## src/console_pkg.sv

```systemverilog
`default_nettype none

package console_pkg;

    typedef logic [3:0]  btype_t;
    typedef logic [11:0] addr_t;
    typedef logic [11:0] len_t;
    typedef logic [15:0] word_t;

    // Command and packet types
    localparam btype_t BAG_INIT   = 4'h0;
    localparam btype_t BAG_DIDX   = 4'h5;
    localparam btype_t BAG_DPARAM = 4'h6;
    localparam btype_t BAG_DDIDX  = 4'h7;
    localparam btype_t BAG_DLINK  = 4'h8;
    localparam btype_t BAG_DTYPE  = 4'h9;
    localparam btype_t BAG_DTEMP  = 4'hA;
    localparam btype_t BAG_DATA0  = 4'hD;
    localparam btype_t BAG_DATA1  = 4'hE;

    // Frame buffer map
    localparam addr_t RAM_ADDR_DLINK = 12'hFCC;
    localparam addr_t RAM_ADDR_DTYPE = 12'hFC0;
    localparam addr_t RAM_ADDR_DTEMP = 12'hFC4;
    localparam addr_t RAM_ADDR_DATA0 = 12'h000;
    localparam addr_t BLOCK_STRIDE   = 12'h240;  // Block n at DATA0 + n * stride

    localparam int unsigned RAM_DEPTH = 4096;

    localparam logic [2:0] NUM_BLOCKS = 3'd6;

    localparam len_t REC_LEN   = 12'd2;           // Link, type and temperature records
    localparam len_t BLOCK_LEN = 12'h202;         // 514 words per data block

    localparam logic [2:0] TX_CREDITS = 3'd4;     // Host receive slots at reset

endpackage

`default_nettype wire
```

## src/packet_tx.sv

```systemverilog
`timescale 1ns/10ps
`default_nettype none

module packet_tx
    import console_pkg::*;
(
    input  wire         clk,
    input  wire         rst,

    input  wire         send_req,
    input  wire btype_t send_btype,
    input  wire addr_t  ram_addr_init,
    input  wire len_t   ram_dlen,
    output logic        send_done,

    output addr_t       rd_addr,
    input  wire word_t  rd_data,

    output logic        tx_valid,
    output word_t       tx_data,
    input  wire         tx_credit
);

    typedef enum logic [1:0] {
        TX_IDLE,
        TX_HEAD,
        TX_DATA,
        TX_END
    } tx_state_t;

    tx_state_t  state;
    logic [2:0] credits;
    len_t       remain;
    addr_t      rd_ptr;     // Address whose word sits on rd_data
    logic       fire;

    assign fire = ((state == TX_HEAD) || (state == TX_DATA)) && (credits != 3'd0);

    // Next address goes out a cycle early so the RAM keeps up with one word per cycle
    always_comb begin
        if (state == TX_IDLE) begin
            rd_addr = ram_addr_init;
        end else if ((state == TX_DATA) && fire) begin
            rd_addr = rd_ptr + 1'b1;
        end else begin
            rd_addr = rd_ptr;
        end
    end

    always_ff @(posedge clk or posedge rst) begin
        if (rst) begin
            state     <= TX_IDLE;
            credits   <= TX_CREDITS;
            remain    <= '0;
            rd_ptr    <= '0;
            tx_valid  <= 1'b0;
            send_done <= 1'b0;
        end else begin
            rd_ptr    <= rd_addr;
            tx_valid  <= fire;
            send_done <= 1'b0;

            case ({fire, tx_credit})
                2'b10:   credits <= credits - 3'd1;
                2'b01:   credits <= credits + 3'd1;
                default: ;
            endcase

            case (state)
                TX_IDLE: begin
                    if (send_req && !send_done) begin
                        remain <= ram_dlen;
                        state  <= TX_HEAD;
                    end
                end
                TX_HEAD: begin
                    if (fire) begin
                        state <= (remain == '0) ? TX_END : TX_DATA;
                    end
                end
                TX_DATA: begin
                    if (fire) begin
                        remain <= remain - 1'b1;
                        if (remain == len_t'(1)) begin
                            state <= TX_END;
                        end
                    end
                end
                TX_END: begin
                    send_done <= 1'b1;
                    state     <= TX_IDLE;
                end
                default: state <= TX_IDLE;
            endcase
        end
    end

    always_ff @(posedge clk) begin
        if (fire) begin
            tx_data <= (state == TX_HEAD) ? {send_btype, ram_dlen} : rd_data;
        end
    end

endmodule

`default_nettype wire

```

## config.mk

```make
export PLATFORM = sky130hd
export DESIGN_NAME = packet_tx
export DESIGN_NICKNAME = d
export VERILOG_FILES = /design/src/console_pkg.sv /design/src/packet_tx.sv
export SDC_FILE = /design/constraint.sdc
export NUM_CORES = 1
export LEC_CHECK = 0
export ABC_AREA = 1
export BUFFER_PORTS_ARGS = -buffer_cell sky130_fd_sc_hd__clkbuf_2
export CELL_PAD_IN_SITES_DETAIL_PLACEMENT = 0
export CELL_PAD_IN_SITES_GLOBAL_PLACEMENT = 1
export CORE_AREA = 2 2 94 96
export DETAILED_ROUTE_END_ITERATION = 12
export DIE_AREA = 0 0 96 98
export PLACE_DENSITY_LB_ADDON = 0.1
export SETUP_SLACK_MARGIN = 0.5
export SKIP_CTS_REPAIR_TIMING = 1
export SYNTH_ARGS = -nofsm -noshare
export SYNTH_HDL_FRONTEND = slang
export SYNTH_SLANG_ARGS = --single-unit
```

## constraint.sdc

```tcl
create_clock -name clk -period 2.1 [get_ports clk]
set_input_delay 0.63 -clock clk [delete_from_list [all_inputs] [get_ports clk]]
set_output_delay 0.63 -clock clk [all_outputs]
set_load 0.005 [all_outputs]
```

==> run metrics <==
Detail Placement HPWL 5.31 mm; nets 508; Tot Pwr 6.67 mW; Slew HR 0.699; Leak Pwr 1.86 nW; CORE AREA 0.00847 mm²; FFs w/ async S/R, synth 0.660; Ant. Diodes 0; Clock Path Buffers 2; Routed wire per std cell 13.0 µm; crit-path most repeated cell nand2_1; largest fanout on the critical path 7; Critical Path Sink Type primary output; CP max stage cell dfrtp_1; Peak supply drop 0.000578 V; vias per cell 4.55; max incr delay on CP 380 ps; DRT met1 WL 3.25 mm; Cell Area, Synth 0.00279 mm²; max-slew violations 0; Critical R2R Capture credits[1]$_DFFE_PP0P_; Starting Density 0.330; PortBufs 77; die width 96 µm; Fillers 864; first-pass GRT wire length 11.5 mm; io pins 78; die area 0.00941 mm²; Max Fclk 0.413 GHz; synthesized flop and latch total 47; GRT overflow 0; RSZ-0062 raised after global routing true; Final Instance Area 0.00389 mm²; Critical Path, Cell by Cell inv_2 > ha_4 > nand3_4 > buf_12 > nor2_4 > nand2_1 > nand2_1 > nand3_1 > nand2_1 > clkbuf_2; worst r2r path cells 8; CTS H-Tree Depth 2; layout cell share with drive strength beyond 1 0.399; Worst-Margin Slew 451 ps; row cnt 34; Seq/Total Area, Yosys 0.450; Met3 Wirelength 370 µm; failing checks setup timing; Mapped Cells 340; Synth Flop Type dfrtp_1; post-synth top area share 0.269; Worst EP arrival 1790 ps; clk sinks 47; Root Buffer clkbuf_8; setup ws final -322 ps; number of flops mapped to enable cells by yosys 16; crit path capture rd_addr[9]; period utilization 1.15; # setup viols final 12; syn_nets 398; Routed WL 7.29 mm; FF+latch area 0.00126 mm²; DIE HEIGHT 98 µm; pwr dens 1710 mW/mm²; Tmin final 2420 ps; metal2 WL 3.62 mm; post-synth cell types 34; gpl congestion 0.744; Post-route DRC 0; Startpoint Class flip-flop; starting DRC count in detailed routing 86; Worst R2R Setup Slack 140 ps; Setup Skew 16.2 ps; latest clock arrival within the worst-skew pair 310 ps; Highest Signal Layer met4; Final Hold Fails 0; Hold Crit Class input pin to asynchronous set/reset pin; 1st-pass router iterations 4; Num CTS Buffers 5; clock slew at reported path FFs 100 ps; RR Startpoint state[0]$_DFFE_PP0P_; ANT nets after route 0; status finished with violations; dominant cells by area after synthesis dfrtp_1, edfxtp_1, nand2_1, nand3_1, inv_1; GRT Resource Usage Total 0.157; CP required 1470 ps; yosys warns 0; initial antenna violation count 0; DR vias 2546; MaxCap Viol Count 0; area of the multi-input gates 0.00145 mm²; Crit. Startpoint state[0]$_DFFE_PP0P_; vias in the first global route 2424; final hold slack 387 ps; Area Growth Syn to Fin 39.4%; post-layout util 0.460; Avg Cell Area, Syn 8.22 µm²; pin count of the biggest net entering global routing 32; placed inst area 0.00346 mm²; Synth area leader dfrtp_1; WS Path Type flip-flop to primary output; TritonCTS clock tree yes
==> worst min-delay path by stage <==
stage | from | end | slack, ps | cells after the start
final | rst | remain[3]$_DFFE_PP0P_ | 390 | 3
after global routing | rst | credits[1]$_DFFE_PP0P_ | 430 | 3
after CTS | rst | remain[1]$_DFFE_PP0P_ | 400 | 3
after detailed placement | remain[11]$_DFFE_PP0P_ | remain[11]$_DFFE_PP0P_ | 500 | 2
after global placement | remain[10]$_DFFE_PP0P_ | remain[10]$_DFFE_PP0P_ | 490 | 2
after floorplan | remain[10]$_DFFE_PP0P_ | remain[10]$_DFFE_PP0P_ | 470 | 2
==> through the flow <==
stage	cells	TNS, ps	setup slack (ps)
2_1_floorplan	340	0	117
5_1_grt	559	-4800	-474
4_1_cts	543	-3720	-353
3_5_place_dp	535	0	3.83
6_report	559	-3110	-322
3_3_place_gp	535	0	46.2
==> kinds of logic after synthesis <==
logic type | Yosys count | synth area share
multiplexers | 8 | 0.0322
AND/OR/NAND/NOR | 176 | 0.279
AO/OA/AOI/OAI | 42 | 0.0949
buffers and inverters | 52 | 0.0811
adder cells (fa/ha/maj) | 10 | 0.0475
flip-flops | 47 | 0.450
XOR/XNOR | 5 | 0.0157
==> power breakdown <==
group | switching [mW] | internal [mW] | leakage, nW
Clock | 0.345 | 0.359 | 0.0548
Combinational | 2.22 | 1.90 | 1.28
Sequential | 0.297 | 1.55 | 0.529
Total | 2.86 | 3.81 | 1.86
==> critical path: cells and delay by family, from the launching register on <==
kind                     cells  cell delay [ps]
buffers and inverters        3              340
adder cells (fa/ha/maj)      1              280
flip-flops                   1              380
AND/OR/NAND/NOR              6              480
==> cell type report <==
cell class / instances / area share
tap: 108 / 0.0347
clock buffer: 5 / 0.0177
sequential: 47 / 0.323
multi-input combinational: 241 / 0.371
timing repair buffer: 113 / 0.193
clock inverter: 3 / 0.0119
timing repair inverter: 1 / 0.00418
inverter: 41 / 0.0450
==> layout by cell type (no fill, tap or decap), types with 7 or more instances in the layout <==
cell type,count
o21ai_2,7
nand3_1,32
a21oi_1,11
buf_6,8
buf_4,21
nor2_1,31
mux2_2,8
inv_1,32
clkbuf_2,74
nand2_1,92
dfrtp_1,30
edfxtp_1,16
==> cells in the mapped netlist (3+ instances only) <==
library cell,n
a21oi_1,14
a21oi_2,3
buf_2,4
buf_6,3
clkbuf_1,3
dfrtp_1,30
edfxtp_1,16
ha_1,9
inv_1,39
mux2_2,8
nand2_1,92
nand2_2,4
nand3_1,34
nor2_1,33
nor2_2,4
nor2_4,3
o21ai_0,10
o21ai_1,3
o21ai_2,6
xor2_1,4
==> flip-flops by register name (all words and copies together), names as in the netlist <==
| name | cells |
|---|---|
| tx_valid | 1 |
| send_done | 1 |
| remain | 12 |
| state | 2 |
| rd_ptr | 12 |
| credits | 3 |
| tx_data | 16 |
==> routing by layer <==
layer,vias to the layer above,GRT usage
met3,5,0.0432
met5,-,0
li1,1312,-
met2,62,0.262
met4,0,0.0363
met1,1167,0.201
Note: power is estimated with default switching activity, not from simulation.
