$ cat src/console_pkg.sv
`default_nettype none

package console_pkg;

    typedef logic [3:0]  btype_t;
    typedef logic [11:0] addr_t;
    typedef logic [11:0] len_t;
    typedef logic [15:0] word_t;

    // Command and packet types
    localparam btype_t BAG_INIT   = 4'h0;
    localparam btype_t BAG_DIDX   = 4'h5;
    localparam btype_t BAG_DPARAM = 4'h6;
    localparam btype_t BAG_DDIDX  = 4'h7;
    localparam btype_t BAG_DLINK  = 4'h8;
    localparam btype_t BAG_DTYPE  = 4'h9;
    localparam btype_t BAG_DTEMP  = 4'hA;
    localparam btype_t BAG_DATA0  = 4'hD;
    localparam btype_t BAG_DATA1  = 4'hE;

    // Frame buffer map
    localparam addr_t RAM_ADDR_DLINK = 12'hFCC;
    localparam addr_t RAM_ADDR_DTYPE = 12'hFC0;
    localparam addr_t RAM_ADDR_DTEMP = 12'hFC4;
    localparam addr_t RAM_ADDR_DATA0 = 12'h000;
    localparam addr_t BLOCK_STRIDE   = 12'h240;  // Block n at DATA0 + n * stride

    localparam int unsigned RAM_DEPTH = 4096;

    localparam logic [2:0] NUM_BLOCKS = 3'd6;

    localparam len_t REC_LEN   = 12'd2;           // Link, type and temperature records
    localparam len_t BLOCK_LEN = 12'h202;         // 514 words per data block

    localparam logic [2:0] TX_CREDITS = 3'd4;     // Host receive slots at reset

endpackage

`default_nettype wire
$ cat src/sample_capture.sv
`timescale 1ns/10ps
`default_nettype none

module sample_capture
    import console_pkg::*;
(
    input  wire        clk,
    input  wire        rst,

    input  wire        cap_req,
    input  wire addr_t ram_addr_init,
    input  wire len_t  ram_dlen,
    output logic       cap_done,

    input  wire        adc_valid,
    input  wire word_t adc_data,

    output logic       wr_en,
    output addr_t      wr_addr,
    output word_t      wr_data
);

    logic  busy;
    addr_t wr_ptr;
    len_t  remain;

    always_ff @(posedge clk or posedge rst) begin
        if (rst) begin
            busy     <= 1'b0;
            cap_done <= 1'b0;
            wr_ptr   <= '0;
            remain   <= '0;
        end else begin
            cap_done <= 1'b0;
            if (!busy) begin
                // Request is still high while done is out, so ignore it then
                if (cap_req && !cap_done) begin
                    wr_ptr   <= ram_addr_init;
                    remain   <= ram_dlen;
                    busy     <= (ram_dlen != '0);
                    cap_done <= (ram_dlen == '0);
                end
            end else if (adc_valid) begin
                wr_ptr <= wr_ptr + 1'b1;
                remain <= remain - 1'b1;
                if (remain == len_t'(1)) begin
                    busy     <= 1'b0;
                    cap_done <= 1'b1;   // Last word written this cycle
                end
            end
        end
    end

    assign wr_en   = busy && adc_valid;
    assign wr_addr = wr_ptr;
    assign wr_data = adc_data;

endmodule

`default_nettype wire

$ cat config.mk
export PLATFORM = sky130hd
export DESIGN_NAME = sample_capture
export DESIGN_NICKNAME = d
export VERILOG_FILES = /design/src/console_pkg.sv /design/src/sample_capture.sv
export SDC_FILE = /design/constraint.sdc
export NUM_CORES = 1
export LEC_CHECK = 0
export BUFFER_PORTS_ARGS = -buffer_cell sky130_fd_sc_hd__buf_4
export CAP_MARGIN = 20
export CELL_PAD_IN_SITES_DETAIL_PLACEMENT = 2
export CELL_PAD_IN_SITES_GLOBAL_PLACEMENT = 2
export CORE_MARGIN = 3
export CORE_UTILIZATION = 26
export CTS_CLUSTER_SIZE = 14
export DETAILED_ROUTE_END_ITERATION = 7
export PLACE_DENSITY_LB_ADDON = 0.1
export SYNTH_ARGS = -nofsm -noshare
export SYNTH_HDL_FRONTEND = slang
export SYNTH_SLANG_ARGS = --single-unit
export TNS_END_PERCENT = 5
$ cat constraint.sdc
create_clock -name clk -period 2.06 [get_ports clk]
set_clock_uncertainty 0.05 [all_clocks]
set_input_delay 0.206 -clock clk [delete_from_list [all_inputs] [get_ports clk]]
set_output_delay 0.206 -clock clk [all_outputs]
set_load 0.005 [all_outputs]
==> out/results.ini, run 1 <==
[pwr]
totalPowerFinal_uw = 2330
power_leakage_uw = 0.000931
power.density_nw_per_um2 = 1110
ir_drop_mv = 0.447

[place]
routabilityCongestion = 0.828
hpwlAfterDp_um = 4630
buffer_ports.inserted = 41
dp.cells = 304

[floorplan]
initial_core_util_pct = 26.9
io-pin-count = 74
die_area_um2 = 7630
core_area_um2 = 6390
fp.dieH_um = 87.3
die_w_um = 87.3
rows = 29

[sta]
rsz0062_at_grt = no
fin_crit_ps = 1910
relSlewSlack_pct = 68.4
fmax_ghz = 0.524
drv_slew = 0
tightest_slew_ps = 469
hold_viol = 0
fin_crit_sh_pct = 92.7
setup_viol = 0
timing.setup.tns_ps = 0

[setup_path]
reg2reg_from = remain[1]$_DFFE_PP0P_
crit_path_cell_trace = inv_1 -> ha_1 -> or4b_4 -> o311ai_0 -> o211ai_1
worstSetupPathType = flop to flop
end_kind = flop
arrival_ps = 2010
crit_required_ps = 2160
worst-r2r-setup-slack_ps = 150
slowest_delay_ps = 510
cp_max_fo = 5
cp_slowest_cell = or4b_4
crit_start = remain[1]$_DFFE_PP0P_
worstSetupStartpointType = flop

[clock_network]
clock-root-buffer = clkbuf_8
post_cts_buffers = 0
htreeDepth = 1
cts_buffer_depth = 2
cts_tree = built
clock_sinks = 26
clk_pin_slew_worst_paths_ps = 100
insertion_delay_ps = 280
cts_buffers = 3

[min_path]
holdCritStartpoint = ram_dlen[6]
min_path_type = primary input to flop

[finish]
fin_nets = 280
area_growth_pct = 22.5
drive_above_1_share_pct = 27.6
finalCoreUtilization_pct = 33.0
n_fill_cell = 730
diodes = 0
instances_no_fill = 309

[route]
route.detailed.drc = 0
ant_nets = 0
drtIter0Drc = 61
vias = 1693
drt-pass1-iter-count = 4
vias_per_cell = 5.48
wl_um = 6020
avgRoutedWirePerCell_um = 19.5

[synthesis]
yosys_warnings = 0
syn-num-nets = 247
ys_seq_area_share_pct = 37.8
synthCells = 200
ys_seq_elements = 26
avgSynthCellArea_um2 = 8.60
synthDistinctLibCells = 39
synth_area_um2 = 1720

[global_route]
grt_pass1_vias = 1894
grt_start_max_net_pins = 27
grt.total_usage_pct = 16.7
gr-total-overflow = 0
grt_first_pass_wirelength_um = 10000
antenna_found_initial = 0

[flow_run]
max_cap_viol_count = 0

[status]
status = complete, no violations

==> critical path, delay by kind of cell (launching register included) <==
kind / cells / cell delay, ps
and+or+nand+nor: 1 / 510
DFF: 1 / 460
AOI/OAI and AO/OA: 2 / 450
adders and majority gates: 1 / 210
buffers and inverters: 1 / 100
==> cell type report <==
class / count / area, µm² / share of cell area [%]
multi-input combinational: 141 / 876 / 41.5
sequential: 26 / 651 / 30.9
timing repair buffer: 53 / 400 / 19.0
tap: 77 / 96.3 / 4.57
clock buffer: 4 / 55.1 / 2.61
inverter: 8 / 30.0 / 1.42
==> path summary, 6_finish.rpt <==
check | to | depth (start not counted)
max in group asynchronous | remain[6]$_DFFE_PP0P_ | 4
min | remain[6]$_DFFE_PP0P_ | 3
min reg2reg | wr_addr[10]$_DFFE_PP0P_ | 1
max reg2reg | remain[6]$_DFFE_PP0P_ | 5
min in group asynchronous | wr_addr[11]$_DFFE_PP0P_ | 4
max | remain[6]$_DFFE_PP0P_ | 5
==> power breakdown <==
group | switching [µW] | internal (µW)
clock network | 187 | 172
logic | 495 | 490
registers | 284 | 706
total | 966 | 1370
==> cells in the mapped netlist (all sizes together) <==
| cell type | n | area share [%] |
|---|---|---|
| clkbuf | 3 | 0.65 |
| inv | 7 | 1.5 |
| a41oi | 1 | 0.51 |
| nand4 | 2 | 0.73 |
| nor2b | 2 | 0.73 |
| nand3 | 9 | 2.6 |
| or3b | 1 | 0.51 |
| and4 | 4 | 2.0 |
| o22ai | 1 | 0.36 |
| clkinv | 1 | 0.22 |
| nand2 | 14 | 3.2 |
| a31oi | 2 | 0.73 |
| or4b | 1 | 0.80 |
| nor4b | 1 | 0.51 |
| o221a | 1 | 0.65 |
| nor4 | 5 | 3.1 |
| o21ai | 12 | 3.5 |
| buf | 22 | 8.9 |
| o211ai | 2 | 0.87 |
| mux2i | 6 | 3.5 |
| ha | 3 | 2.2 |
| dfrtp | 26 | 38 |
| o311ai | 1 | 0.51 |
| nor2 | 22 | 4.8 |
| nor3b | 1 | 0.73 |
| a32oi | 3 | 1.5 |
| or3 | 7 | 2.8 |
| a211oi | 8 | 3.5 |
| and3 | 4 | 1.5 |
| a311oi | 3 | 1.5 |
| nor3 | 12 | 3.8 |
| a21oi | 13 | 3.8 |
==> registers in the layout, indices dropped and copies added (netlist names) <==
signal    flops
busy          1
wr_addr      12
remain       12
cap_done      1
==> timing repair <==
item | in CTS | in global routing
hold endpoints to repair | 26 | 0
endpoints found under the setup margin | 0 | 1
resized for setup | 0 | 1
hold buffers | 1 | 0
==> cell usage in the layout (no fill, tap or decap), types with 3 or more instances in the layout <==
master / n
and3_1: 4
ha_1: 3
nand2_1: 13
or3_1: 6
a311oi_1: 3
mux2i_1: 6
inv_1: 7
nor4_1: 3
dfrtp_1: 26
nor2_1: 22
and4_1: 4
buf_4: 52
nor3_1: 11
o21ai_0: 10
a21oi_1: 13
clkbuf_8: 4
a32oi_1: 3
a211oi_1: 8
nand3_1: 9
==> cells by family after synthesis <==
family,share of synthesized area [%]
AND/OR/NAND/NOR,27.8
buffers and inverters,11.3
AO/OA/AOI/OAI,17.5
flip-flops,37.8
adder cells (fa/ha/maj),2.18
multiplexers,3.49
==> metrics by stage <==
step	hold WS [ps]	instance area [µm²]	setup slack, ps
finish	135	2110	150
global route	143	2110	5.22
CTS	135	2110	132
detailed placement	265	2040	158
global placement	260	2040	236
floorplan	196	1720	294
==> routing by layer <==
metal  up-vias  share of wire (%)  global-route usage, %
met1       851                 48                   24.0
met2        34                 46                   26.2
met5         -                  0                      0
li1        789                  -                      -
met3        19                4.4                   2.27
met4         0                1.6                   4.60
Note: power is estimated with default switching activity, not from simulation.
==> run 2, diff against run 1 <==
==> constraint.sdc (replaced) <==
create_clock -name clk -period 2 [get_ports clk]
set_clock_uncertainty 0.05 [all_clocks]
set_input_delay 0.2 -clock clk [delete_from_list [all_inputs] [get_ports clk]]
set_output_delay 0.2 -clock clk [all_outputs]
set_load 0.005 [all_outputs]
==> run 2 against run 1 <==
  * Global-route usage increased by 0.26 points
  * Combinational power increased by 7%
  * Clock-buffer cell count decreased by 1
  * Register-to-register slack improved by 20 ps
  * Non-clock buffer count unchanged
  * Critical path depth increased by 1
==> out/results.ini, run 2 (synthesized netlist as in run 1, its figures left out) <==
[clock_network]
cts_tree = built
clock_sinks = 26
post_cts_buffers = 0
cts_buffer_depth = 2
clk_pin_slew_worst_paths_ps = 90
insertion_delay_ps = 270
cts_buffers = 3
htreeDepth = 1
clock-root-buffer = clkbuf_8

[floorplan]
fp.dieH_um = 87.3
die_area_um2 = 7630
initial_core_util_pct = 26.9
core_area_um2 = 6390
die_w_um = 87.3
rows = 29
io-pin-count = 74

[global_route]
gr-total-overflow = 0
grt_pass1_vias = 1849
grt_start_max_net_pins = 27
grt_first_pass_wirelength_um = 10100
grt.total_usage_pct = 17.0
antenna_found_initial = 0

[pwr]
switchingPower_uw = 990
power.share.combinational_pct = 44.3
p_int_uw = 1380
swShare_pct = 41.8
ir_drop_mv = 0.481
p_seq_share_pct = 42.4
power.density_nw_per_um2 = 1130
clock_power_share_pct = 13.2
power_leakage_uw = 0.000922

[min_path]
min_path_type = primary input to flop

[route]
wl_um = 6060
ant_nets = 0
vias_per_cell = 5.41
route.detailed.drc = 0
drtIter0Drc = 72
drt-pass1-iter-count = 4
avgRoutedWirePerCell_um = 19.7
vias = 1666

[setup_path]
cp_slowest_cell = or4b_4
arrival_ps = 1940
cp_num_buf_inv = 1
crit_required_ps = 2110
cp_max_fo = 5
worstSetupPathType = flop to flop
crit_path_cell_trace = inv_1 -> ha_1 -> or4b_4 -> nor2_1 -> and4_1 -> nor3_1
slowest_delay_ps = 510
worstSetupStartpointType = flop
end_kind = flop
crit_family = simple AND/OR/NAND/NOR gates

[sta]
timing.hold.ws_ps = 144
hold_viol = 0
fmax_ghz = 0.546
fin_crit_ps = 1830
tightest_slew_ps = 444
timing.setup.tns_ps = 0
fin_crit_sh_pct = 91.6
setup_viol = 0
rsz0062_at_grt = no
relSlewSlack_pct = 70.4
drv_slew = 0

[place]
routabilityCongestion = 0.817
buffer_ports.inserted = 41
hpwlAfterDp_um = 4720

[finish]
mostFrequentLayoutCells = buf_4 (52), dfrtp_1 (26), nor2_1 (22), nand2_1 (13), a21oi_1 (13)
area_growth_pct = 21.7
final_common_cell = buf_4
fin_nets = 280
n_fill_cell = 714
diodes = 0
drive_above_1_share_pct = 27.3

[status]
status = complete, no violations

[flow_run]
max_cap_viol_count = 0

## run 2: cell count changes in the layout (fill, tap and decap cells not counted)
cell      before  now
clkbuf_8       4    3
o21ai_0       10   11
o21ai_1        2    1
o311ai_0       1    0
o311ai_1       0    1
## run 2: power by group through the flow
stage	sequential [µW]	clock, µW	combinational [µW]
after floorplan	958	0	634
after global placement	999	0	997
after detailed placement	1010	0	1060
after CTS	1000	335	1070
after global routing	1050	356	1190
final	1000	313	1050
## run 2: what timing repair did
item / 4_1_cts / 5_1_grt
hold buffers: 1 / 0
resized for setup: 0 / 1
endpoints found under the hold margin: 26 / 0
setup endpoints to repair: 0 / 2
## run 2: per-layer routing
layer	GRT usage [%]	up-vias	wire (µm)
met5	0	-	0
met4	4.60	0	73
met3	2.74	16	300
met2	26.6	40	2870
met1	24.1	828	2810
li1	-	782	-
## run 2: path summary, 6_finish.rpt
kind / startpoint / end / slack [ps] / cells after the start
min reg2reg: wr_addr[10]$_DFFE_PP0P_ / wr_addr[10]$_DFFE_PP0P_ / 500 / 1
min in group asynchronous: rst / wr_addr[11]$_DFFE_PP0P_ / 500 / 4
max: remain[0]$_DFFE_PP0P_ / remain[10]$_DFFE_PP0P_ / 170 / 6
max in group asynchronous: rst / remain[5]$_DFFE_PP0P_ / 1120 / 4
max reg2reg: remain[0]$_DFFE_PP0P_ / remain[10]$_DFFE_PP0P_ / 170 / 6
min: ram_dlen[6] / remain[6]$_DFFE_PP0P_ / 140 / 3
## run 2: cell type report
cell class              count  area [µm²]  area share [%]
flip-flops and latches     26         651            31.1
well taps                  77        96.3            4.60
multi-input cells         141         876            41.8
clock buffers               3        41.3            1.97
inverters                   8        30.0            1.43
repair buffers             53         400            19.1
## run 2: worst register-to-register path: stages, from the launching register on
cell and delay [ps]:
dfrtp_1 390, inv_1 100, ha_1 230, or4b_4 510, nor2_1 190, and4_1 210
nor3_1 50
## run 2: stage by stage
stage	instances	cell area [µm²]	total power (µW)	setup slack [ps]	utilization, %
after floorplan	200	1720	1590	234	-
after global placement	304	2040	2000	273	32.0
after detailed placement	304	2040	2070	128	32.0
after CTS	308	2090	2410	115	32.8
after global routing	308	2090	2590	46.9	32.8
final	308	2090	2370	168	32.8
