===== config.mk =====
export PLATFORM = sky130hd
export DESIGN_NAME = command_rx
export DESIGN_NICKNAME = d
export VERILOG_FILES = /design/src/console_pkg.sv /design/src/command_rx.sv
export SDC_FILE = /design/constraint.sdc
export NUM_CORES = 1
export LEC_CHECK = 0
export ABC_AREA = 1
export BUFFER_PORTS_ARGS = -buffer_cell sky130_fd_sc_hd__buf_4
export CORE_AREA = 10 10 47 49
export CTS_CLUSTER_DIAMETER = 120
export DETAILED_ROUTE_END_ITERATION = 6
export DIE_AREA = 0 0 57 59
export GPL_ROUTABILITY_DRIVEN = 0
export PLACE_DENSITY = 0.36
export REMOVE_ABC_BUFFERS = 1
export SLEW_MARGIN = 15
export SYNTH_ARGS = -nofsm -noshare
export SYNTH_HDL_FRONTEND = slang
export SYNTH_SLANG_ARGS = --single-unit

===== constraint.sdc =====
create_clock -name clk -period 2.2 [get_ports clk]
set_input_delay 0.11 -clock clk [delete_from_list [all_inputs] [get_ports clk]]
set_output_delay 0.11 -clock clk [all_outputs]
set_load 0.02 [all_outputs]

===== src/console_pkg.sv =====
`default_nettype none

package console_pkg;

    typedef logic [3:0]  btype_t;
    typedef logic [11:0] addr_t;
    typedef logic [11:0] len_t;
    typedef logic [15:0] word_t;

    // Command and packet types
    localparam btype_t BAG_INIT   = 4'h0;
    localparam btype_t BAG_DIDX   = 4'h5;
    localparam btype_t BAG_DPARAM = 4'h6;
    localparam btype_t BAG_DDIDX  = 4'h7;
    localparam btype_t BAG_DLINK  = 4'h8;
    localparam btype_t BAG_DTYPE  = 4'h9;
    localparam btype_t BAG_DTEMP  = 4'hA;
    localparam btype_t BAG_DATA0  = 4'hD;
    localparam btype_t BAG_DATA1  = 4'hE;

    // Frame buffer map
    localparam addr_t RAM_ADDR_DLINK = 12'hFCC;
    localparam addr_t RAM_ADDR_DTYPE = 12'hFC0;
    localparam addr_t RAM_ADDR_DTEMP = 12'hFC4;
    localparam addr_t RAM_ADDR_DATA0 = 12'h000;
    localparam addr_t BLOCK_STRIDE   = 12'h240;  // Block n at DATA0 + n * stride

    localparam int unsigned RAM_DEPTH = 4096;

    localparam logic [2:0] NUM_BLOCKS = 3'd6;

    localparam len_t REC_LEN   = 12'd2;           // Link, type and temperature records
    localparam len_t BLOCK_LEN = 12'h202;         // 514 words per data block

    localparam logic [2:0] TX_CREDITS = 3'd4;     // Host receive slots at reset

endpackage

`default_nettype wire

===== src/command_rx.sv =====
`timescale 1ns/10ps
`default_nettype none

module command_rx
    import console_pkg::*;
(
    input  wire         clk,
    input  wire         rst,

    input  wire         rx_valid,
    input  wire btype_t rx_btype,
    output logic        rx_credit,

    output logic        cmd_valid,
    output btype_t      cmd_btype,
    input  wire         cmd_take
);

    logic slot_free;

    assign slot_free = !cmd_valid;

    always_ff @(posedge clk or posedge rst) begin
        if (rst) begin
            cmd_valid <= 1'b0;
            rx_credit <= 1'b0;
        end else begin
            rx_credit <= cmd_take;   // Credit goes back once the slot is free
            if (rx_valid && slot_free) begin
                cmd_valid <= 1'b1;
            end else if (cmd_take) begin
                cmd_valid <= 1'b0;
            end
        end
    end

    always_ff @(posedge clk) begin
        if (rx_valid && slot_free) begin
            cmd_btype <= rx_btype;
        end
    end

endmodule

`default_nettype wire


==> results.md, run 1 <==
* Status: finished clean
* FMAX at 1.04 GHz
* Die height at 59 um
* FF-to-FF setup slack at 1.24 ns
* Hold slack at 0.0428 ns
* Starting Density at 14.4%
* Cell Area, Placed at 319 um2
* Worst slew margin at 89.3%
* Via count at 172
* R2r startpoint: cmd_valid
* Highest-delay cell along the critical path: dfrtp_1
* Area Growth Syn to Fin at 81.4%
* Initial antenna violation count at 0
* Sequential share of the synthesized area at 84.5%
* I/O pins at 14
* Final net count at 41
* Filler cell count at 160
* CTS tree: yes
* Number of CTS-inserted buffers at 3
* Slew @ Worst Pin at 0.160 ns
* Port-buffer cells at 13
* Total grt overflow at 0
* Crit path max fanout at 4
* Crit-path cells: inv_1 -> nand2_2 -> inv_1
* Setup WS pre-CTS at 1.24 ns
* Total Routing Usage GR at 3.91%
* Cell variety after synth at 5
* Critical path type: reg2reg
* Period utilisation layout at 43.8%
* Maximum vdd drop at 284 uV
* Worst path required time at 2.14 ns
* Unrepaired setup endpoints after global routing: false
* Post_cts resized at 0
* Number of DRC markers in iteration 0 at 0
* H-tree depth at 1
* Overall power at 0.293 mW
* Post-Synthesis Cells at 13
* Reg area at 170 um2
* Die footprint at 3360 um2
* Setup TNS at 0 ns
* Chip width at 57 um
* Most Frequent Cell on Critical Path: inv_1
* Max Clock Skew at 0.00417 ns
* Global-route wire length before repair at 945 um
* Synth Warn # at 0
* Final wirelength at 591 um
* Top cell type's share of synthesized area at 59.6%
* Post-Syn Area per Cell at 15.5 um2
* Clk root buf: clkbuf_4
* Final WS setup at 1.24 ns
* # diodes at 0
* Delay of the slowest critical-path stage at 0.39 ns
* CORE AREA at 1400 um2
* Clock buffer depth at 2
* Cell accounting for the most synthesized area: edfxtp_1
* Setup violators final at 0
* Antenna Nets Post-Route at 0
* Worst-path clk slew at 0.05 ns
* Maxcap violations at 0
* Largest net degree at the start of global routing at 5
* # DRC at 0
* Hold endpoint: cmd_btype[2]
* Fin crit period at 0.965 ns
* R2r endpoint: cmd_btype[3]
* Synth Cell Area at 201 um2
* CP Capture Type: register
* PwrDens at 801 nW/um2
* Total clock sinks at 6
* Layout cells sized above 1 at 56.3%
* Final Hold Fails at 0
* # hold bufs at CTS at 2
* Pre-Repair DR Iteration Count at 1
* Via density at 3.58
* Critical Path Source Type: register
* Slew Limit Fails at 0
* Yosys reg bits at 6
* Cells taking the most area after synthesis: edfxtp_1, dfrtp_1, inv_1
* Hold_sp: rx_btype[2]
* Multi-input gate area at 16.3 um2
* Row count at 14
* Vias in the first global route at 218
* Worst-skew pair later-pin latency at 0.24 ns
* Post-CTS Setup Inserts at 0
* Worst reg2reg path depth at 3
* DR WL/cell at 12.3 um
* Hold WC Path Type: in2reg
* Detailed placer's ending HPWL at 488 um
* Pleak at 0.179 nW
* Crit path DAT at 0.90 ns
* WHS Path Cells at 1
* Final instance area at 365 um2
==> synthesized netlist by cell type, drive strengths merged <==
| cell | n |
|---|---|
| edfxtp | 4 |
| inv | 4 |
| nand2 | 3 |
| dfrtp | 2 |
==> cell usage in the layout (no fill, tap or decap) <==
master / instances
buf_4: 13
inv_1: 4
edfxtp_1: 4
clkbuf_4: 3
nand2_2: 2
dfrtp_1: 2
dlygate4sd3_1: 2
nand2_1: 1
clkbuf_1: 1
==> critical path, delay by kind of cell, from the launching register on <==
| family | cells | cell delay [ns] |
|---|---|---|
| and+or+nand+nor | 1 | 0.06 |
| buffers and inverters | 2 | 0.21 |
| DFF | 1 | 0.39 |
==> kinds of logic (layout without fill, tap and decap cells) <==
logic type / count (synthesis) / count (layout) / share of synthesized area, %
and+or+nand+nor: 3 / 3 / 8.07
buffers and inverters: 4 / 23 / 7.45
DFF: 6 / 6 / 84.5
==> cell type report <==
type                       count  share of cell area, %
tap                           16                   5.48
multi-input combinational      3                   4.45
timing repair buffer          15                   32.2
sequential                     6                   46.6
inverter                       4                   4.11
clock buffer                   4                   7.19
==> registers in the layout (all words and copies together), names as in the netlist <==
register,flops
cmd_btype,4
rx_credit,1
cmd_valid,1
==> power by group <==
| group | switching, mW | leakage [nW] | internal, mW | total (mW) |
|---|---|---|---|---|
| registers | 0.00397 | 0.0614 | 0.131 | 0.135 |
| clock network | 0.0403 | 0.0150 | 0.0687 | 0.109 |
| logic | 0.0247 | 0.103 | 0.0233 | 0.0481 |
==> per-stage QoR <==
| stage | cells | util [%] |
|---|---|---|
| final | 48 | 26.1 |
| after global routing | 48 | 26.1 |
| after detailed placement | 42 | 22.8 |
| after CTS | 48 | 26.1 |
| after floorplan | 13 | - |
| after global placement | 42 | 22.8 |
==> layer usage <==
layer | share of wire (%) | vias up | GRT usage [%]
li1 | - | 77 | -
met1 | 44 | 79 | 3.61
met2 | 39 | 16 | 4.96
met3 | 16 | 0 | 4.08
met4 | 0 | 0 | 3.02
met5 | 0 | - | 0
==> worst max path at each step <==
stage / startpoint / end / slack, ns / depth (start not counted)
3_3_place_gp: cmd_valid / cmd_btype[0] / 1.27 / 3
2_1_floorplan: cmd_valid / cmd_btype[0] / 1.21 / 3
4_1_cts: cmd_valid / cmd_btype[3] / 1.23 / 3
6_report: cmd_valid / cmd_btype[3] / 1.24 / 3
3_5_place_dp: cmd_valid / cmd_btype[0] / 1.24 / 3
5_1_grt: cmd_valid / cmd_btype[0] / 1.18 / 3
(Power assumes the default switching activity.)
==> run 2, diff against run 1 <==
--- a/config.mk
+++ b/config.mk
@@ -5,14 +5,14 @@
 export SDC_FILE = /design/constraint.sdc
 export NUM_CORES = 1
 export LEC_CHECK = 0
-export ABC_AREA = 1
+export ABC_AREA = 0
 export BUFFER_PORTS_ARGS = -buffer_cell sky130_fd_sc_hd__buf_4
 export CORE_AREA = 10 10 47 49
 export CTS_CLUSTER_DIAMETER = 120
 export DETAILED_ROUTE_END_ITERATION = 6
 export DIE_AREA = 0 0 57 59
 export GPL_ROUTABILITY_DRIVEN = 0
-export PLACE_DENSITY = 0.36
+export PLACE_DENSITY = 0.35
 export REMOVE_ABC_BUFFERS = 1
 export SLEW_MARGIN = 15
 export SYNTH_ARGS = -nofsm -noshare
==> constraint.sdc (replaced) <==
create_clock -name clk -period 0.9 [get_ports clk]
set_input_delay 0.045 -clock clk [delete_from_list [all_inputs] [get_ports clk]]
set_output_delay 0.045 -clock clk [all_outputs]
set_load 0.02 [all_outputs]
==> results.md, run 2 <==
* Status: complete, but fails checks
* Violated checks: negative setup slack
* PwrDens at 1790 nW/um2 (+120%)
* Most frequent cell after synthesis: edfxtp_1
* Psw at 0.178 mW (+160%)
* Row count at 14 (unchanged)
* Worst-skew pair later-pin latency at 0.25 ns (about the same)
* Max FFs per register at 4 (unchanged)
* Multi-input gate area at 17.5 um2 (+7.7%)
* Top cell type's share of synthesized area at 63.6% (+3.9 points)
* FMAX at 1.09 GHz (+5.0%)
* FF-to-FF setup slack at -0.02 ns (-1.25 ns)
* Layout cells sized above 1 at 55.6% (-0.69 points)
* Cell variety after synth at 6 (+1)
* Worst slew margin at 93.2% (+3.9 points)
* Commonest non-fill, non-tap cell in the layout: buf_4
* I/O pins at 14 (unchanged)
* Post-Synthesis Cells at 10 (-3)
* Primary FF master, synth: edfxtp_1
* Maxcap violations at 0 (unchanged)
* Antenna Nets Post-Route at 0 (unchanged)
* Global-route wire length before repair at 883 um (-6.6%)
* Vias in the first global route at 212 (-2.8%)
* Slew @ Worst Pin at 0.102 ns (-0.0578 ns)
* # DRC at 0 (unchanged)
* Crit path DAT at 0.88 ns (-0.02 ns)
* Via count at 180 (+4.7%)
* Main combinational cell family by area after synthesis: simple AND/OR/NAND/NOR gates
* Yosys reg bits at 6 (unchanged)
* Setup violators final at 5 (+5)
* Period utilisation layout at 102% (+58 points)
* Mux contribution to synthesized area at 0% (unchanged)
* R2r endpoint: cmd_btype[3]
* Port-buffer cells at 13 (unchanged)
* Pleak at 0.191 nW (+6.4%)
* Largest net degree at the start of global routing at 5 (unchanged)
* Critical Path Source Type: register
* Largest regs: cmd_btype (4), cmd_valid (1), rx_credit (1)
* Reg power frac at 43.1% (-3.2 points)
* Post-synth EDFFs at 4 (unchanged)
* Final WS setup at -0.0189 ns (-1.25 ns)
* Synth top cells by count: edfxtp_1, dfrtp_1
* Net Sw Frac at 23.3% (-0.23 points)
* Worst-path clk slew at 0.05 ns (about the same)
* Hold_sp: rx_valid
* Synth Area in XOR/XNOR at 0% (unchanged)
* Area Growth Syn to Fin at 125%
* Number of CTS-inserted buffers at 3 (unchanged)
* Cell accounting for the most synthesized area: edfxtp_1
* Reg area at 170 um2 (unchanged)
* Pre-Repair DR Iteration Count at 2 (+1)
* Critical path type: reg2reg
* Number of DRC markers in iteration 0 at 4 (+4)
* Combinational Power Share at 20.9% (+4.5 points)
* Filler cell count at 159 (-0.63%)
* Worst path required time at 0.86 ns (-1.28 ns)
* Delay of the slowest critical-path stage at 0.38 ns (about the same)
* Maximum vdd drop at 819 uV (+190%)
* Cells taking the most area after synthesis: edfxtp_1, dfrtp_1, nor2b_1
* Synth async-reset ratio at 33.3% (unchanged)
* # diodes at 0 (unchanged)
* Via density at 3.46 (-3.4%)
* Core Util, Final at 30.4% (+4.3 points)
* H-tree depth at 1 (unchanged)
* Highest-delay cell along the critical path: dfrtp_1
* Crit path buf inv count at 1 (-1)
* Post-Synth Adder-Cell Area at 0% (unchanged)
* Chip width at 57 um (unchanged)
* Die footprint at 3360 um2 (unchanged)
* CTS tree: yes
* Synth Warn # at 0 (unchanged)
* Initial antenna violation count at 0 (unchanged)
* Clk root buf: clkbuf_4
* Synth Cell Area at 189 um2 (-6.2%)
* Hold endpoint: cmd_valid
* Crit-path cells: nor2b_1 -> buf_4
* Top reg by flops: cmd_btype
* Post-synthesis simple-gate area fraction at 5.30% (-2.8 points)
* CORE AREA at 1400 um2 (unchanged)
* Total Routing Usage GR at 3.66% (-0.25 points)
* Die height at 59 um (unchanged)
* Total clock sinks at 6 (unchanged)
* Clock buffer depth at 2 (unchanged)
* Final net count at 45 (+9.8%)
* P_int at 0.583 mW (+160%)
* Slew Limit Fails at 0 (unchanged)
* Compound-Gate Fraction of Synth Area at 2.65% (+2.6 points)
* Hold WC Path Type: in2reg
* CP Capture Type: register
* Setup WS pre-CTS at 0.0106 ns (-1.23 ns)
* Sequential share of the synthesized area at 90.1% (+5.6 points)
* R2r startpoint: cmd_valid
* Clock power share at 36.0% (-1.3 points)
* DR WL/cell at 11.2 um (-9.4%)
* Unrepaired setup endpoints after global routing: true
* Fin crit period at 0.919 ns (-0.0457 ns)
* Final Hold Fails at 0 (unchanged)
* Total grt overflow at 0 (unchanged)
* Max Clock Skew at 0.00225 ns (-0.00192 ns)
* CP delay by family, top: flip-flops
* Crit path max fanout at 4 (unchanged)
* Commonest cells after routing, fill and taps aside: buf_4, dlygate4sd3_1, edfxtp_1, clkbuf_4
* Post-Syn Area per Cell at 18.9 um2 (+22%)
* Starting Density at 13.5% (-0.89 points)
* Worst reg2reg path depth at 2 (-1)
* WHS Path Cells at 3 (+2)
* Final wirelength at 580 um (-1.9%)
[run 2: changes by cell type in the layout (fill, tap and decap cells not counted)]
cell           change
nor2_2             +1
nor2b_1            +1
inv_1              -3
buf_4              +1
buf_6              +2
nand2_2            -2
nand2_1            -1
a21oi_1            +1
dlygate4sd3_1      +4
[run 2: cell type report]
cell class | count | area share, %
inverter | 1 | 0.882
clock buffer | 4 | 6.18
timing repair buffer | 22 | 44.1
tap | 16 | 4.71
sequential | 6 | 40.0
multi-input combinational | 3 | 4.12
[run 2: worst reg2reg max path, stage by stage (launching register included)]
cell and delay [ns]:
dfrtp_1 0.38, nor2b_1 0.12, buf_4 0.14
[run 2: cells by family after synthesis]
family          Yosys count
flops                     6
simple gates              2
compound gates            1
buf+inv                   1
[run 2: routing by layer]
metal  vias up  track usage (%)  wire (um)
met3         0             6.22        161
li1         85                -          -
met4         0             1.01          0
met5         -                0          0
met1        78             3.03        229
met2        17             4.19        189
[run 2: how the worst max path moves through the flow]
stage          startpoint           end  slack, ns  cells past startpoint
5_1_grt         cmd_valid     cmd_valid      -0.06                      2
3_5_place_dp    cmd_valid  cmd_btype[1]       0.01                      2
4_1_cts         cmd_valid     cmd_valid      -0.02                      2
3_3_place_gp    cmd_valid  cmd_btype[1]       0.01                      2
6_report        cmd_valid  cmd_btype[3]      -0.02                      2
2_1_floorplan   cmd_valid  cmd_btype[0]      -0.15                      1
[run 2: through the flow]
stage               power (mW)  setup TNS, ns  instances  cell area [um2]  hold WS (ns)
finish                   0.761        -0.0773         52              425        0.0618
global placement         0.448              0         41              322       -0.0909
floorplan                0.374         -0.614         10              189        -0.214
CTS                      0.766        -0.0650         51              415        0.0446
detailed placement       0.448              0         41              322       -0.0887
global route             0.810         -0.239         52              425        0.0850
[run 2: what timing repair did]
action / in CTS / in global routing
endpoints found under the hold margin: 8 / 0
gates resized for setup: 2 / 1
setup endpoints to repair: 1 / 5
pin swaps: 0 / 1
hold buffers: 6 / 0
buffers inserted: 0 / 1
[run 2: power groups by stage]
stage / Sequential (mW) / Combinational, mW / Clock, mW
floorplan: 0.361 / 0.0129 / 0
global placement: 0.331 / 0.117 / 0
detailed placement: 0.331 / 0.117 / 0
CTS: 0.328 / 0.148 / 0.290
global route: 0.330 / 0.169 / 0.310
finish: 0.328 / 0.159 / 0.274
