$ cat config.mk
export PLATFORM = sky130hd
export DESIGN_NAME = console
export DESIGN_NICKNAME = d
export VERILOG_FILES = /design/src/console_pkg.sv /design/src/console.sv
export SDC_FILE = /design/constraint.sdc
export NUM_CORES = 1
export LEC_CHECK = 0
export BUFFER_PORTS_ARGS = -buffer_cell sky130_fd_sc_hd__buf_2
export CORE_MARGIN = 4
export CORE_UTILIZATION = 47
export CTS_CLUSTER_SIZE = 10
export DETAILED_ROUTE_END_ITERATION = 8
export PLACE_DENSITY = 0.78
export RECOVER_POWER = 50
export SLEW_MARGIN = 20
export SYNTH_ARGS = -nofsm -noshare
export SYNTH_HDL_FRONTEND = slang
export SYNTH_SLANG_ARGS = --single-unit
$ cat constraint.sdc
create_clock -name clk -period 1.9 [get_ports clk]
set_clock_uncertainty 0.2 [all_clocks]
set_input_delay 0.19 -clock clk [delete_from_list [all_inputs] [get_ports clk]]
set_output_delay 0.19 -clock clk [all_outputs]
set_load 0.02 [all_outputs]
$ cat src/console_pkg.sv
`default_nettype none

package console_pkg;

    typedef logic [3:0]  btype_t;
    typedef logic [11:0] addr_t;
    typedef logic [11:0] len_t;
    typedef logic [15:0] word_t;

    // Command and packet types
    localparam btype_t BAG_INIT   = 4'h0;
    localparam btype_t BAG_DIDX   = 4'h5;
    localparam btype_t BAG_DPARAM = 4'h6;
    localparam btype_t BAG_DDIDX  = 4'h7;
    localparam btype_t BAG_DLINK  = 4'h8;
    localparam btype_t BAG_DTYPE  = 4'h9;
    localparam btype_t BAG_DTEMP  = 4'hA;
    localparam btype_t BAG_DATA0  = 4'hD;
    localparam btype_t BAG_DATA1  = 4'hE;

    // Frame buffer map
    localparam addr_t RAM_ADDR_DLINK = 12'hFCC;
    localparam addr_t RAM_ADDR_DTYPE = 12'hFC0;
    localparam addr_t RAM_ADDR_DTEMP = 12'hFC4;
    localparam addr_t RAM_ADDR_DATA0 = 12'h000;
    localparam addr_t BLOCK_STRIDE   = 12'h240;  // Block n at DATA0 + n * stride

    localparam int unsigned RAM_DEPTH = 4096;

    localparam logic [2:0] NUM_BLOCKS = 3'd6;

    localparam len_t REC_LEN   = 12'd2;           // Link, type and temperature records
    localparam len_t BLOCK_LEN = 12'h202;         // 514 words per data block

    localparam logic [2:0] TX_CREDITS = 3'd4;     // Host receive slots at reset

endpackage

`default_nettype wire
$ cat src/console.sv
`timescale 1ns/10ps
`default_nettype none

module console
    import console_pkg::*;
(
    input  wire         clk,
    input  wire         rst,

    output logic        cap_req,
    input  wire         cap_done,

    output logic        send_req,
    input  wire         send_done,
    output btype_t      send_btype,

    input  wire         cmd_valid,
    input  wire btype_t cmd_btype,
    output logic        cmd_take,

    output addr_t       ram_addr_init,
    output len_t        ram_dlen
);

    typedef enum logic [2:0] {
        ST_IDLE,
        ST_LINK,
        ST_CAP,
        ST_SEND,
        ST_WAIT
    } state_t;

    state_t     state;
    state_t     next_state;
    logic [2:0] block_idx;
    logic       cmd_known;
    addr_t      block_base;

    assign cap_req  = (state == ST_CAP);
    assign send_req = (state == ST_SEND);
    assign cmd_take = (state == ST_WAIT) && cmd_valid;

    assign cmd_known = (cmd_btype == BAG_DIDX) ||
                       (cmd_btype == BAG_DPARAM) ||
                       (cmd_btype == BAG_DDIDX);

    assign block_base = RAM_ADDR_DATA0 + addr_t'(block_idx) * BLOCK_STRIDE;

    always_ff @(posedge clk or posedge rst) begin
        if (rst) begin
            state <= ST_IDLE;
        end else begin
            state <= next_state;
        end
    end

    always_comb begin
        next_state = state;
        case (state)
            ST_IDLE: next_state = ST_LINK;
            ST_LINK: next_state = ST_CAP;   // Link record parameters load here
            ST_CAP: begin
                if (cap_done) begin
                    next_state = ST_SEND;
                end
            end
            ST_SEND: begin
                if (send_done) begin
                    next_state = ST_WAIT;
                end
            end
            ST_WAIT: begin
                if (cmd_take && cmd_known) begin
                    next_state = ST_CAP;
                end
            end
            default: next_state = ST_IDLE;
        endcase
    end

    // Unknown commands are taken and load nothing
    always_ff @(posedge clk or posedge rst) begin
        if (rst) begin
            send_btype    <= BAG_INIT;
            ram_addr_init <= '0;
            ram_dlen      <= '0;
            block_idx     <= '0;
        end else if (state == ST_LINK) begin
            send_btype    <= BAG_DLINK;
            ram_addr_init <= RAM_ADDR_DLINK;
            ram_dlen      <= REC_LEN;
        end else if (cmd_take) begin
            case (cmd_btype)
                BAG_DIDX: begin
                    send_btype    <= BAG_DTYPE;
                    ram_addr_init <= RAM_ADDR_DTYPE;
                    ram_dlen      <= REC_LEN;
                end
                BAG_DPARAM: begin
                    send_btype    <= BAG_DTEMP;
                    ram_addr_init <= RAM_ADDR_DTEMP;
                    ram_dlen      <= REC_LEN;
                end
                BAG_DDIDX: begin
                    send_btype    <= block_idx[0] ? BAG_DATA1 : BAG_DATA0;
                    ram_addr_init <= block_base;
                    ram_dlen      <= BLOCK_LEN;
                    if (block_idx == NUM_BLOCKS - 3'd1) begin
                        block_idx <= '0;            // Wrap back to region 0
                    end else begin
                        block_idx <= block_idx + 3'd1;
                    end
                end
                default: ;
            endcase
        end else if (send_done) begin
            send_btype <= BAG_INIT;
        end
    end

endmodule

`default_nettype wire

==> reports/results.txt, run 1 <==
antenna violations before repair: 0
cell type contributing the most total cell area after synthesis: dfrtp_1
Inserted Clock Buffers: 3
leakage power: 0.000547 µW
Hold Crit Depth: 3
number of pins with negative max-slew slack in the final report: 0
commonest cells after routing, fill and taps aside: 17 x dfrtp_1, 14 x conb_1, 14 x buf_2
detailed-route via count: 703
mux contribution to synthesized area: 5.03%
path class of the lowest-slack min-delay path: input port to flip-flop
source of the worst hold timing path: cmd_btype[1]
power density normalized to cell area: 942 nW/µm²
slew at the pin with the worst max-slew slack: 0.623 ns
length in cells of the worst reg-to-reg path: 4
Min Clock Period, post-route: 1.79 ns
number of global-route vias before repair: 649
Final Core Density: 57.4%
source-to-sink clock delay at the later pin of the worst-skew pair: 0.28 ns
peak fanout along the critical path: 5
cell row count: 16
number of antenna repair diodes: 0
register area share after synthesis: 42.8%
quantity of gates resized following cts: 0
commonest non-fill, non-tap cell in the layout: dfrtp_1
Root Buffer Master: clkbuf_4
routed wire length per instance: 12.4 µm
detailed-route DRC error count: 0
area taken by flip-flops and latches: 425 µm²
total negative setup slack: 0 ns
final worst-path cycle share: 94.2%
synthesis-stage register bit count: 17
Fmax: 559 MHz
Placeable Area: 1980 µm²
post-synthesis simple-gate area fraction: 22.8%
# Max-Cap Violations: 0
die outline width: 54.0 µm
endpoint class of the critical path: flip-flop
arithmetic-cell share of the synthesized area counting full adders, half adders and majority gates: 0%
clock edge transition at the registers on the reported setup and hold paths: 0.09 ns
maximum number of pins on one net before global-route repair: 18
H-tree depth reported by CTS: 1
die area: 2920 µm²
largest cells by area after synthesis: dfrtp_1 43%, buf_4 13%, nand3_4 3.5%, nor2_1 3.4%, mux2_4 3.0%
Vert. Die Dim: 54.0 µm
buffer depth of the longest clock path: 2
synthesized area divided by synthesized cell count: 11.3 µm²
Warnings, synthesis: 0
wirelength, routed: 1.83 mm
TritonCTS clock tree: built
worst setup path start: cmd_btype[0]
max_slew headroom: 58.4%
global-route wire length before repair: 2.88 mm
number of search-and-repair iterations in the first detailed-routing pass: 4
Arr. time, crit path: 1.76 ns
area grow syn2layout: 14.3%
DP HPWL: 1.41 mm
Routability Congestion: 0.775
unrepaired setup endpoints after global routing: false
All-Layer GR Usage: 13.5%
total setup violations reported at the end of the flow: 0
ANT nets after route: 0
I/O pin count: 40
required time reported for the critical path endpoint: 1.87 ns
main combinational cell family by area after synthesis: simple AND/OR/NAND/NOR gates
startpoint types: input port
Filler cells: 172
Max VDD drop: 822 µV
total clock sinks: 17
initial DRC count: 16
synthesized-area fraction occupied by xor and xnor cells: 0.881%
area occupied by multi-input gates: 462 µm²
result of the run: completed
post-synthesis instance total: 88
post-synthesis compound-gate area fraction: 12.5%
post-layout net count: 130
Starting Density: 50.2%
number of distinct library cells after synthesis: 36
CP Class: input port to flip-flop
vias per cell: 4.78
netlist area before placement: 995 µm²
R2R Path Start: state[1]
overflow left after global routing: 0
number of buffers added on ports: 25
Hold Vio Cnt, Final: 0
post-synth top area share: 42.8%
fraction of final layout cells with drive strength greater than 1: 28.3%
[cells by family after synthesis]
family / after synthesis
AOI/OAI and AO/OA: 13
xor gates and xnor gates: 1
buffers and inverters: 20
DFF: 17
muxes: 4
other: 1
and+or+nand+nor: 32
[routing by layer]
layer / vias up / track usage (%) / routed length (µm)
met2: 19 / 21.2 / 883
met5: - / 0 / 0
met1: 333 / 18.4 / 843
met4: 0 / 3.73 / 17
li1: 349 / - / -
met3: 2 / 3.60 / 83
[power by group]
group / internal [µW] / switching (µW)
clock network: 81.5 / 104
logic: 172 / 223
registers: 417 / 74.4
total: 670 / 402
[path summary, 6_finish.rpt]
kind                                    end  slack [ns]
min reg2reg                     ram_dlen[1]        0.27
max                        ram_addr_init[9]        0.11
min                           send_btype[0]        0.04
min in group asynchronous  ram_addr_init[3]        0.32
max in group asynchronous          state[2]        0.78
max reg2reg                    block_idx[2]        0.13
[metrics by stage]
| step | worst slack, ns | instances | total power [µW] | area, µm² | hold WS (ns) |
|---|---|---|---|---|---|
| final | 0.111 | 147 | 1070 | 1140 | 0.0443 |
| after detailed placement | 0.257 | 136 | 883 | 1060 | 0.101 |
| after floorplan | 0.288 | 101 | 797 | 1040 | -0.0839 |
| after global routing | 0.0618 | 147 | 1150 | 1140 | 0.0565 |
| after global placement | 0.296 | 136 | 872 | 1060 | 0.0935 |
| after CTS | 0.0739 | 143 | 1080 | 1120 | 0.0390 |
[flip-flops by register name (all words and copies together), names as in the netlist]
name           count
send_btype         4
ram_addr_init      5
state              3
ram_dlen           2
block_idx          3
[cell type report]
cell class	count	share of cell area [%]
multi-input combinational	64	40.6
sequential	17	37.4
timing repair buffer	34	16.4
tap	27	2.97
clock buffer	4	2.31
inverter	1	0.330
[synth_stat cells]
library cell / n
buf_4: 17
dfrtp_1: 17
nor2_1: 9
nor2b_1: 4
nand2b_1: 3
a31oi_1: 2
a32o_1: 2
and3_1: 2
mux2_4: 2
mux2i_1: 2
nand2_1: 2
nand3_4: 2
a21o_1: 1
a311oi_1: 1
a31o_1: 1
a31oi_4: 1
a32o_2: 1
and2_1: 1
and3_4: 1
and3b_2: 1
and4b_1: 1
and4bb_4: 1
buf_12: 1
buf_2: 1
conb_1: 1
inv_1: 1
nand3_1: 1
nand4b_1: 1
nor3b_1: 1
nor3b_2: 1
o21bai_1: 1
o22a_1: 1
o31ai_1: 1
o32a_1: 1
or2_2: 1
xnor2_1: 1
[worst max-delay path: stages]
cell	delay (ns)
dlygate4sd3_1	0.53
buf_2	0.15
or2_2	0.36
and3_4	0.21
o32a_1	0.32
[repair_timing]
action | in CTS | in global routing
hold buffers | 3 | 0
endpoints found under the setup margin | 0 | 1
hold endpoints to repair | 19 | 0
buffers inserted | 0 | 4
No activity file was read; power rests on OpenSTA's default activity.
==> run 2, diff against run 1 <==
Settings changed: ABC_AREA set to 0, CORE_MARGIN 4 to not set, SETUP_SLACK_MARGIN set to 0.15.
==> run 2 against run 1 <==
  * Setup slack better by 0.095 ns
  * Largest cell class unchanged
  * Clock power up 3%
  * Critical path depth down 1
  * Critical endpoint is now block_idx[1]
==> reports/results.txt, run 2 (synthesis gave the netlist of run 1 again) <==
result of the run: completed
I/O pin count: 40
Root Buffer Master: clkbuf_4
number of flip-flops in the largest register: 5
DP HPWL: 1.30 mm
unrepaired setup endpoints after global routing: false
largest stage delay on the critical path: 0.46 ns
final worst-path cycle share: 89.2%
CP Class: flip-flop to flip-flop
TritonCTS clock tree: built
global-route wire length before repair: 2.88 mm
number of antenna repair diodes: 0
R2R Path Start: state[1]
leakage power: 0.000541 µW
largest registers: ram_addr_init x5, send_btype x4
worst setup path endpoint: block_idx[1]
antenna violations before repair: 0
Worst path slowest cell: dfrtp_1
initial DRC count: 21
post-layout net count: 129
source-to-sink clock delay at the later pin of the worst-skew pair: 0.29 ns
clock edge transition at the registers on the reported setup and hold paths: 0.10 ns
Max VDD drop: 763 µV
Vert. Die Dim: 48.0 µm
maximum number of pins on one net before global-route repair: 18
Fmax: 590 MHz
total clock sinks: 17
Filler cells: 179
All-Layer GR Usage: 18.3%
Inserted Clock Buffers: 3
# Max-Cap Violations: 0
number of buffers added on ports: 25
Min Clock Period, post-route: 1.69 ns
cell depth of the worst setup path: 4
Starting Density: 50.2%
H-tree depth reported by CTS: 1
ANT nets after route: 0
Arr. time, crit path: 1.68 ns
register containing the most flip-flops in the final layout: ram_addr_init
source of the worst hold timing path: cmd_btype[1]
Buffers & Inverters on Critical Path: 1
critical path cell sequence: and4bb_4 -> buf_4 -> nand3_4 -> mux2_4
peak fanout along the critical path: 8
fraction of final layout cells with drive strength greater than 1: 30.3%
total setup violations reported at the end of the flow: 0
required time reported for the critical path endpoint: 1.88 ns
length in cells of the worst reg-to-reg path: 4
Setup WS pre-CTS: 0.256 ns
path class of the lowest-slack min-delay path: input port to flip-flop
die area: 2300 µm²
buffer depth of the longest clock path: 2
vias per cell: 4.81
detailed-route DRC error count: 0
power density normalized to cell area: 948 nW/µm²
routed wire length per instance: 11.9 µm
number of global-route vias before repair: 654
die outline width: 48.0 µm
area grow syn2layout: 14.0%
commonest cells after routing, fill and taps aside: 17 x dfrtp_1, 17 x buf_2, 14 x conb_1
worst setup path start: state[1]
detailed-route via count: 702
startpoint types: flip-flop
max_slew headroom: 57.7%
endpoint class of the critical path: flip-flop
Hold Vio Cnt, Final: 0
Placeable Area: 1980 µm²
number of pins with negative max-slew slack in the final report: 0
Reg2Reg Setup Slack: 0.21 ns
wirelength, routed: 1.74 mm
overflow left after global routing: 0
number of search-and-repair iterations in the first detailed-routing pass: 4
cell row count: 16
final worst-path setup slack: 0.206 ns
Final Core Density: 57.2%
cell family with most CP delay: simple AND/OR/NAND/NOR gates
slew at the pin with the worst max-slew slack: 0.634 ns
end of the worst register-to-register path: block_idx[1]
Routability Congestion: 0.727
total negative setup slack: 0 ns
## run 2: final cells by class
| class | instances | area (µm²) | area share (%) |
|---|---|---|---|
| flip-flops and latches | 17 | 425 | 37.5 |
| well taps | 27 | 33.8 | 2.98 |
| clock buffers | 4 | 26.3 | 2.32 |
| inverters | 1 | 3.75 | 0.331 |
| multi-input cells | 64 | 462 | 40.7 |
| repair buffers | 33 | 183 | 16.1 |
## run 2: how the worst min path moves through the flow
| stage | to | slack (ns) | cells past startpoint |
|---|---|---|---|
| 2_1_floorplan | block_idx[0] | -0.08 | 1 |
| 3_3_place_gp | block_idx[0] | 0.09 | 2 |
| 3_5_place_dp | block_idx[0] | 0.11 | 2 |
| 4_1_cts | send_btype[0] | 0.05 | 3 |
| 5_1_grt | send_btype[0] | 0.07 | 3 |
| 6_report | send_btype[0] | 0.07 | 3 |
## run 2: per-stage QoR
step                      hold slack [ns]  power (µW)  instance area, µm²  instances
after floorplan                   -0.0839         797                1040        101
after global placement             0.0865         869                1070        137
after detailed placement            0.107         884                1070        137
after CTS                          0.0506        1090                1140        146
after global routing               0.0732        1150                1130        146
final                              0.0664        1070                1130        146
## run 2: what timing repair did
action                     CTS  global route
hold endpoints to repair    19             0
gates resized for setup      0             0
hold buffers                 3             0
setup buffers                2             0
setup endpoints to repair    1             0
## run 2: routing by layer
metal / global-route usage (%) / wire (µm)
met1: 23.6 / 827
met2: 29.7 / 822
met3: 7.92 / 85
met4: 1.67 / 0
met5: 0 / 0
## run 2: worst register-to-register path: stages, from the launching register on
cell      delay, ns
dfrtp_1        0.46
and4bb_4       0.38
buf_4          0.16
nand3_4        0.09
mux2_4         0.30
## run 2: report_power, final
| part | total, µW | leakage (µW) | switching, µW | internal, µW |
|---|---|---|---|---|
| logic | 391 | 0.000326 | 221 | 169 |
| registers | 494 | 0.000200 | 76.7 | 417 |
| clock network | 190 | 0.0000150 | 108 | 81.7 |
==> run 3, diff against run 2 <==
Settings changed: CORE_UTILIZATION 47 to 35, PLACE_DENSITY 0.78 to not set.
==> run 3 against run 2 <==
  * Routed wire length is 8.2% higher
  * Via count grew 2.4%
  * Non-clock buffer count unchanged
  * Core utilization fell by 13 points
  * Die area is 33% higher
  * Flip-flop and latch count unchanged
  * Sequential power about the same
  * Power up 0.24%
  * Critical path type unchanged
  * Critical endpoint is now block_idx[2]
  * Highest routed layer is now met4
==> reports/results.txt, run 3 (synthesis gave the netlist of run 1 again) <==
buffer depth of the longest clock path: 2
post-layout net count: 129
Internal Power: 668 µW
commonest cells after routing, fill and taps aside: 17 x dfrtp_1, 17 x buf_2, 14 x conb_1
final worst-path cycle share: 89.7%
peak fanout along the critical path: 8
Filler cells: 248
required time reported for the critical path endpoint: 1.87 ns
Placeable Area: 2590 µm²
global-route wire length before repair: 3.14 mm
routed wire length per instance: 12.6 µm
overall power: 1080 µW
combinational share of power: 36.8%
clock edge transition at the registers on the reported setup and hold paths: 0.09 ns
path class of the lowest-slack min-delay path: input port to flip-flop
Setup WS pre-CTS: 0.251 ns
# Max-Cap Violations: 0
final worst-path setup slack: 0.196 ns
startpoint types: flip-flop
source-to-sink clock delay at the later pin of the worst-skew pair: 0.28 ns
detailed-route DRC error count: 0
unrepaired setup endpoints after global routing: false
DP HPWL: 1.33 mm
I/O pin count: 40
wirelength, routed: 1.88 mm
slew at the pin with the worst max-slew slack: 0.630 ns
post-route non-filler standard cell count: 149
die area: 3060 µm²
Starting Density: 38.4%
number of pins with negative max-slew slack in the final report: 0
H-tree depth reported by CTS: 1
ANT nets after route: 0
Vert. Die Dim: 55.3 µm
Inserted Clock Buffers: 3
Routability Congestion: 0.760
Root Buffer Master: clkbuf_4
power density normalized to cell area: 947 nW/µm²
number of flip-flops in the largest register: 5
endpoint class of the critical path: flip-flop
number of buffers added on ports: 25
cell count after placement: 139
result of the run: completed
All-Layer GR Usage: 13.1%
register share of total power: 45.8%
largest registers: ram_addr_init x5, send_btype x4
Min Clock Period, post-route: 1.70 ns
total clock sinks: 17
CP Class: flip-flop to flip-flop
die outline width: 55.3 µm
area grow syn2layout: 14.3%
maximum number of pins on one net before global-route repair: 18
net switching power: 409 µW
max_slew headroom: 58.0%
TritonCTS clock tree: built
number of search-and-repair iterations in the first detailed-routing pass: 4
register containing the most flip-flops in the final layout: ram_addr_init
Fmax: 587 MHz
leakage power: 0.000541 µW
Max VDD drop: 421 µV
overflow left after global routing: 0
Arr. time, crit path: 1.68 ns
initial DRC count: 21
cell row count: 18
fraction of power spent switching nets: 38.0%
fraction of final layout cells with drive strength greater than 1: 30.3%
Hold Vio Cnt, Final: 0
total negative setup slack: 0 ns
number of global-route vias before repair: 680
detailed-route via count: 719
antenna violations before repair: 0
vias per cell: 4.83
number of antenna repair diodes: 0
total setup violations reported at the end of the flow: 0
clock share of power: 17.3%
-- run 3: cell counts in the layout (fill, tap and decap cells not counted) --
No cell type changed its count.
-- run 3: power by group through the flow --
| stage | sequential (µW) | combinational, µW | clock, µW |
|---|---|---|---|
| 2_1_floorplan | 505 | 292 | 0 |
| 3_3_place_gp | 496 | 383 | 0 |
| 3_5_place_dp | 497 | 386 | 0 |
| 4_1_cts | 493 | 401 | 199 |
| 5_1_grt | 505 | 429 | 215 |
| 6_report | 494 | 397 | 187 |
-- run 3: cell type report --
class	count	area, µm²	share of cell area [%]
Clock buffer	4	26.3	2.31
Inverter	1	3.75	0.330
Multi-Input combinational cell	64	462	40.6
Sequential cell	17	425	37.4
Tap cell	30	37.5	3.30
Timing Repair Buffer	33	183	16.1
-- run 3: metal layers --
layer	track usage [%]	routed length, µm	up-vias
li1	-	-	343
met1	15.8	852	344
met2	21.3	918	30
met3	3.75	89	2
met4	6.07	18	0
met5	0	0	-
-- run 3: through the flow --
step | utilization (%) | instance area [µm²] | hold WS, ns
finish | 43.9 | 1140 | 0.0903
CTS | 44.3 | 1150 | 0.0744
detailed placement | 41.3 | 1070 | 0.113
global placement | 41.3 | 1070 | 0.102
floorplan | - | 1040 | -0.0839
global route | 43.9 | 1140 | 0.104
-- run 3: worst paths after layout --
| kind | start | to | slack, ns | cells past startpoint |
|---|---|---|---|---|
| max | state[1] | block_idx[2] | 0.20 | 4 |
| max in group asynchronous | rst | ram_addr_init[10] | 0.77 | 3 |
| min | cmd_btype[1] | send_btype[0] | 0.09 | 3 |
| max reg2reg | state[1] | block_idx[2] | 0.20 | 4 |
| min in group asynchronous | rst | block_idx[2] | 0.32 | 3 |
| min reg2reg | ram_dlen[1] | ram_dlen[1] | 0.30 | 1 |
-- run 3: what timing repair did --
action                     4_1_cts  5_1_grt
pin swaps                        1        0
buffers inserted                 3        0
hold buffers                     3        0
hold endpoints to repair        19        0
setup endpoints to repair        1        1
gates resized for setup          0        1
-- run 3: critical path, cell delays in order, from the launching register on --
cell	delay, ns
dfrtp_1	0.46
and4bb_4	0.38
buf_4	0.16
nand3_4	0.09
mux2_4	0.31
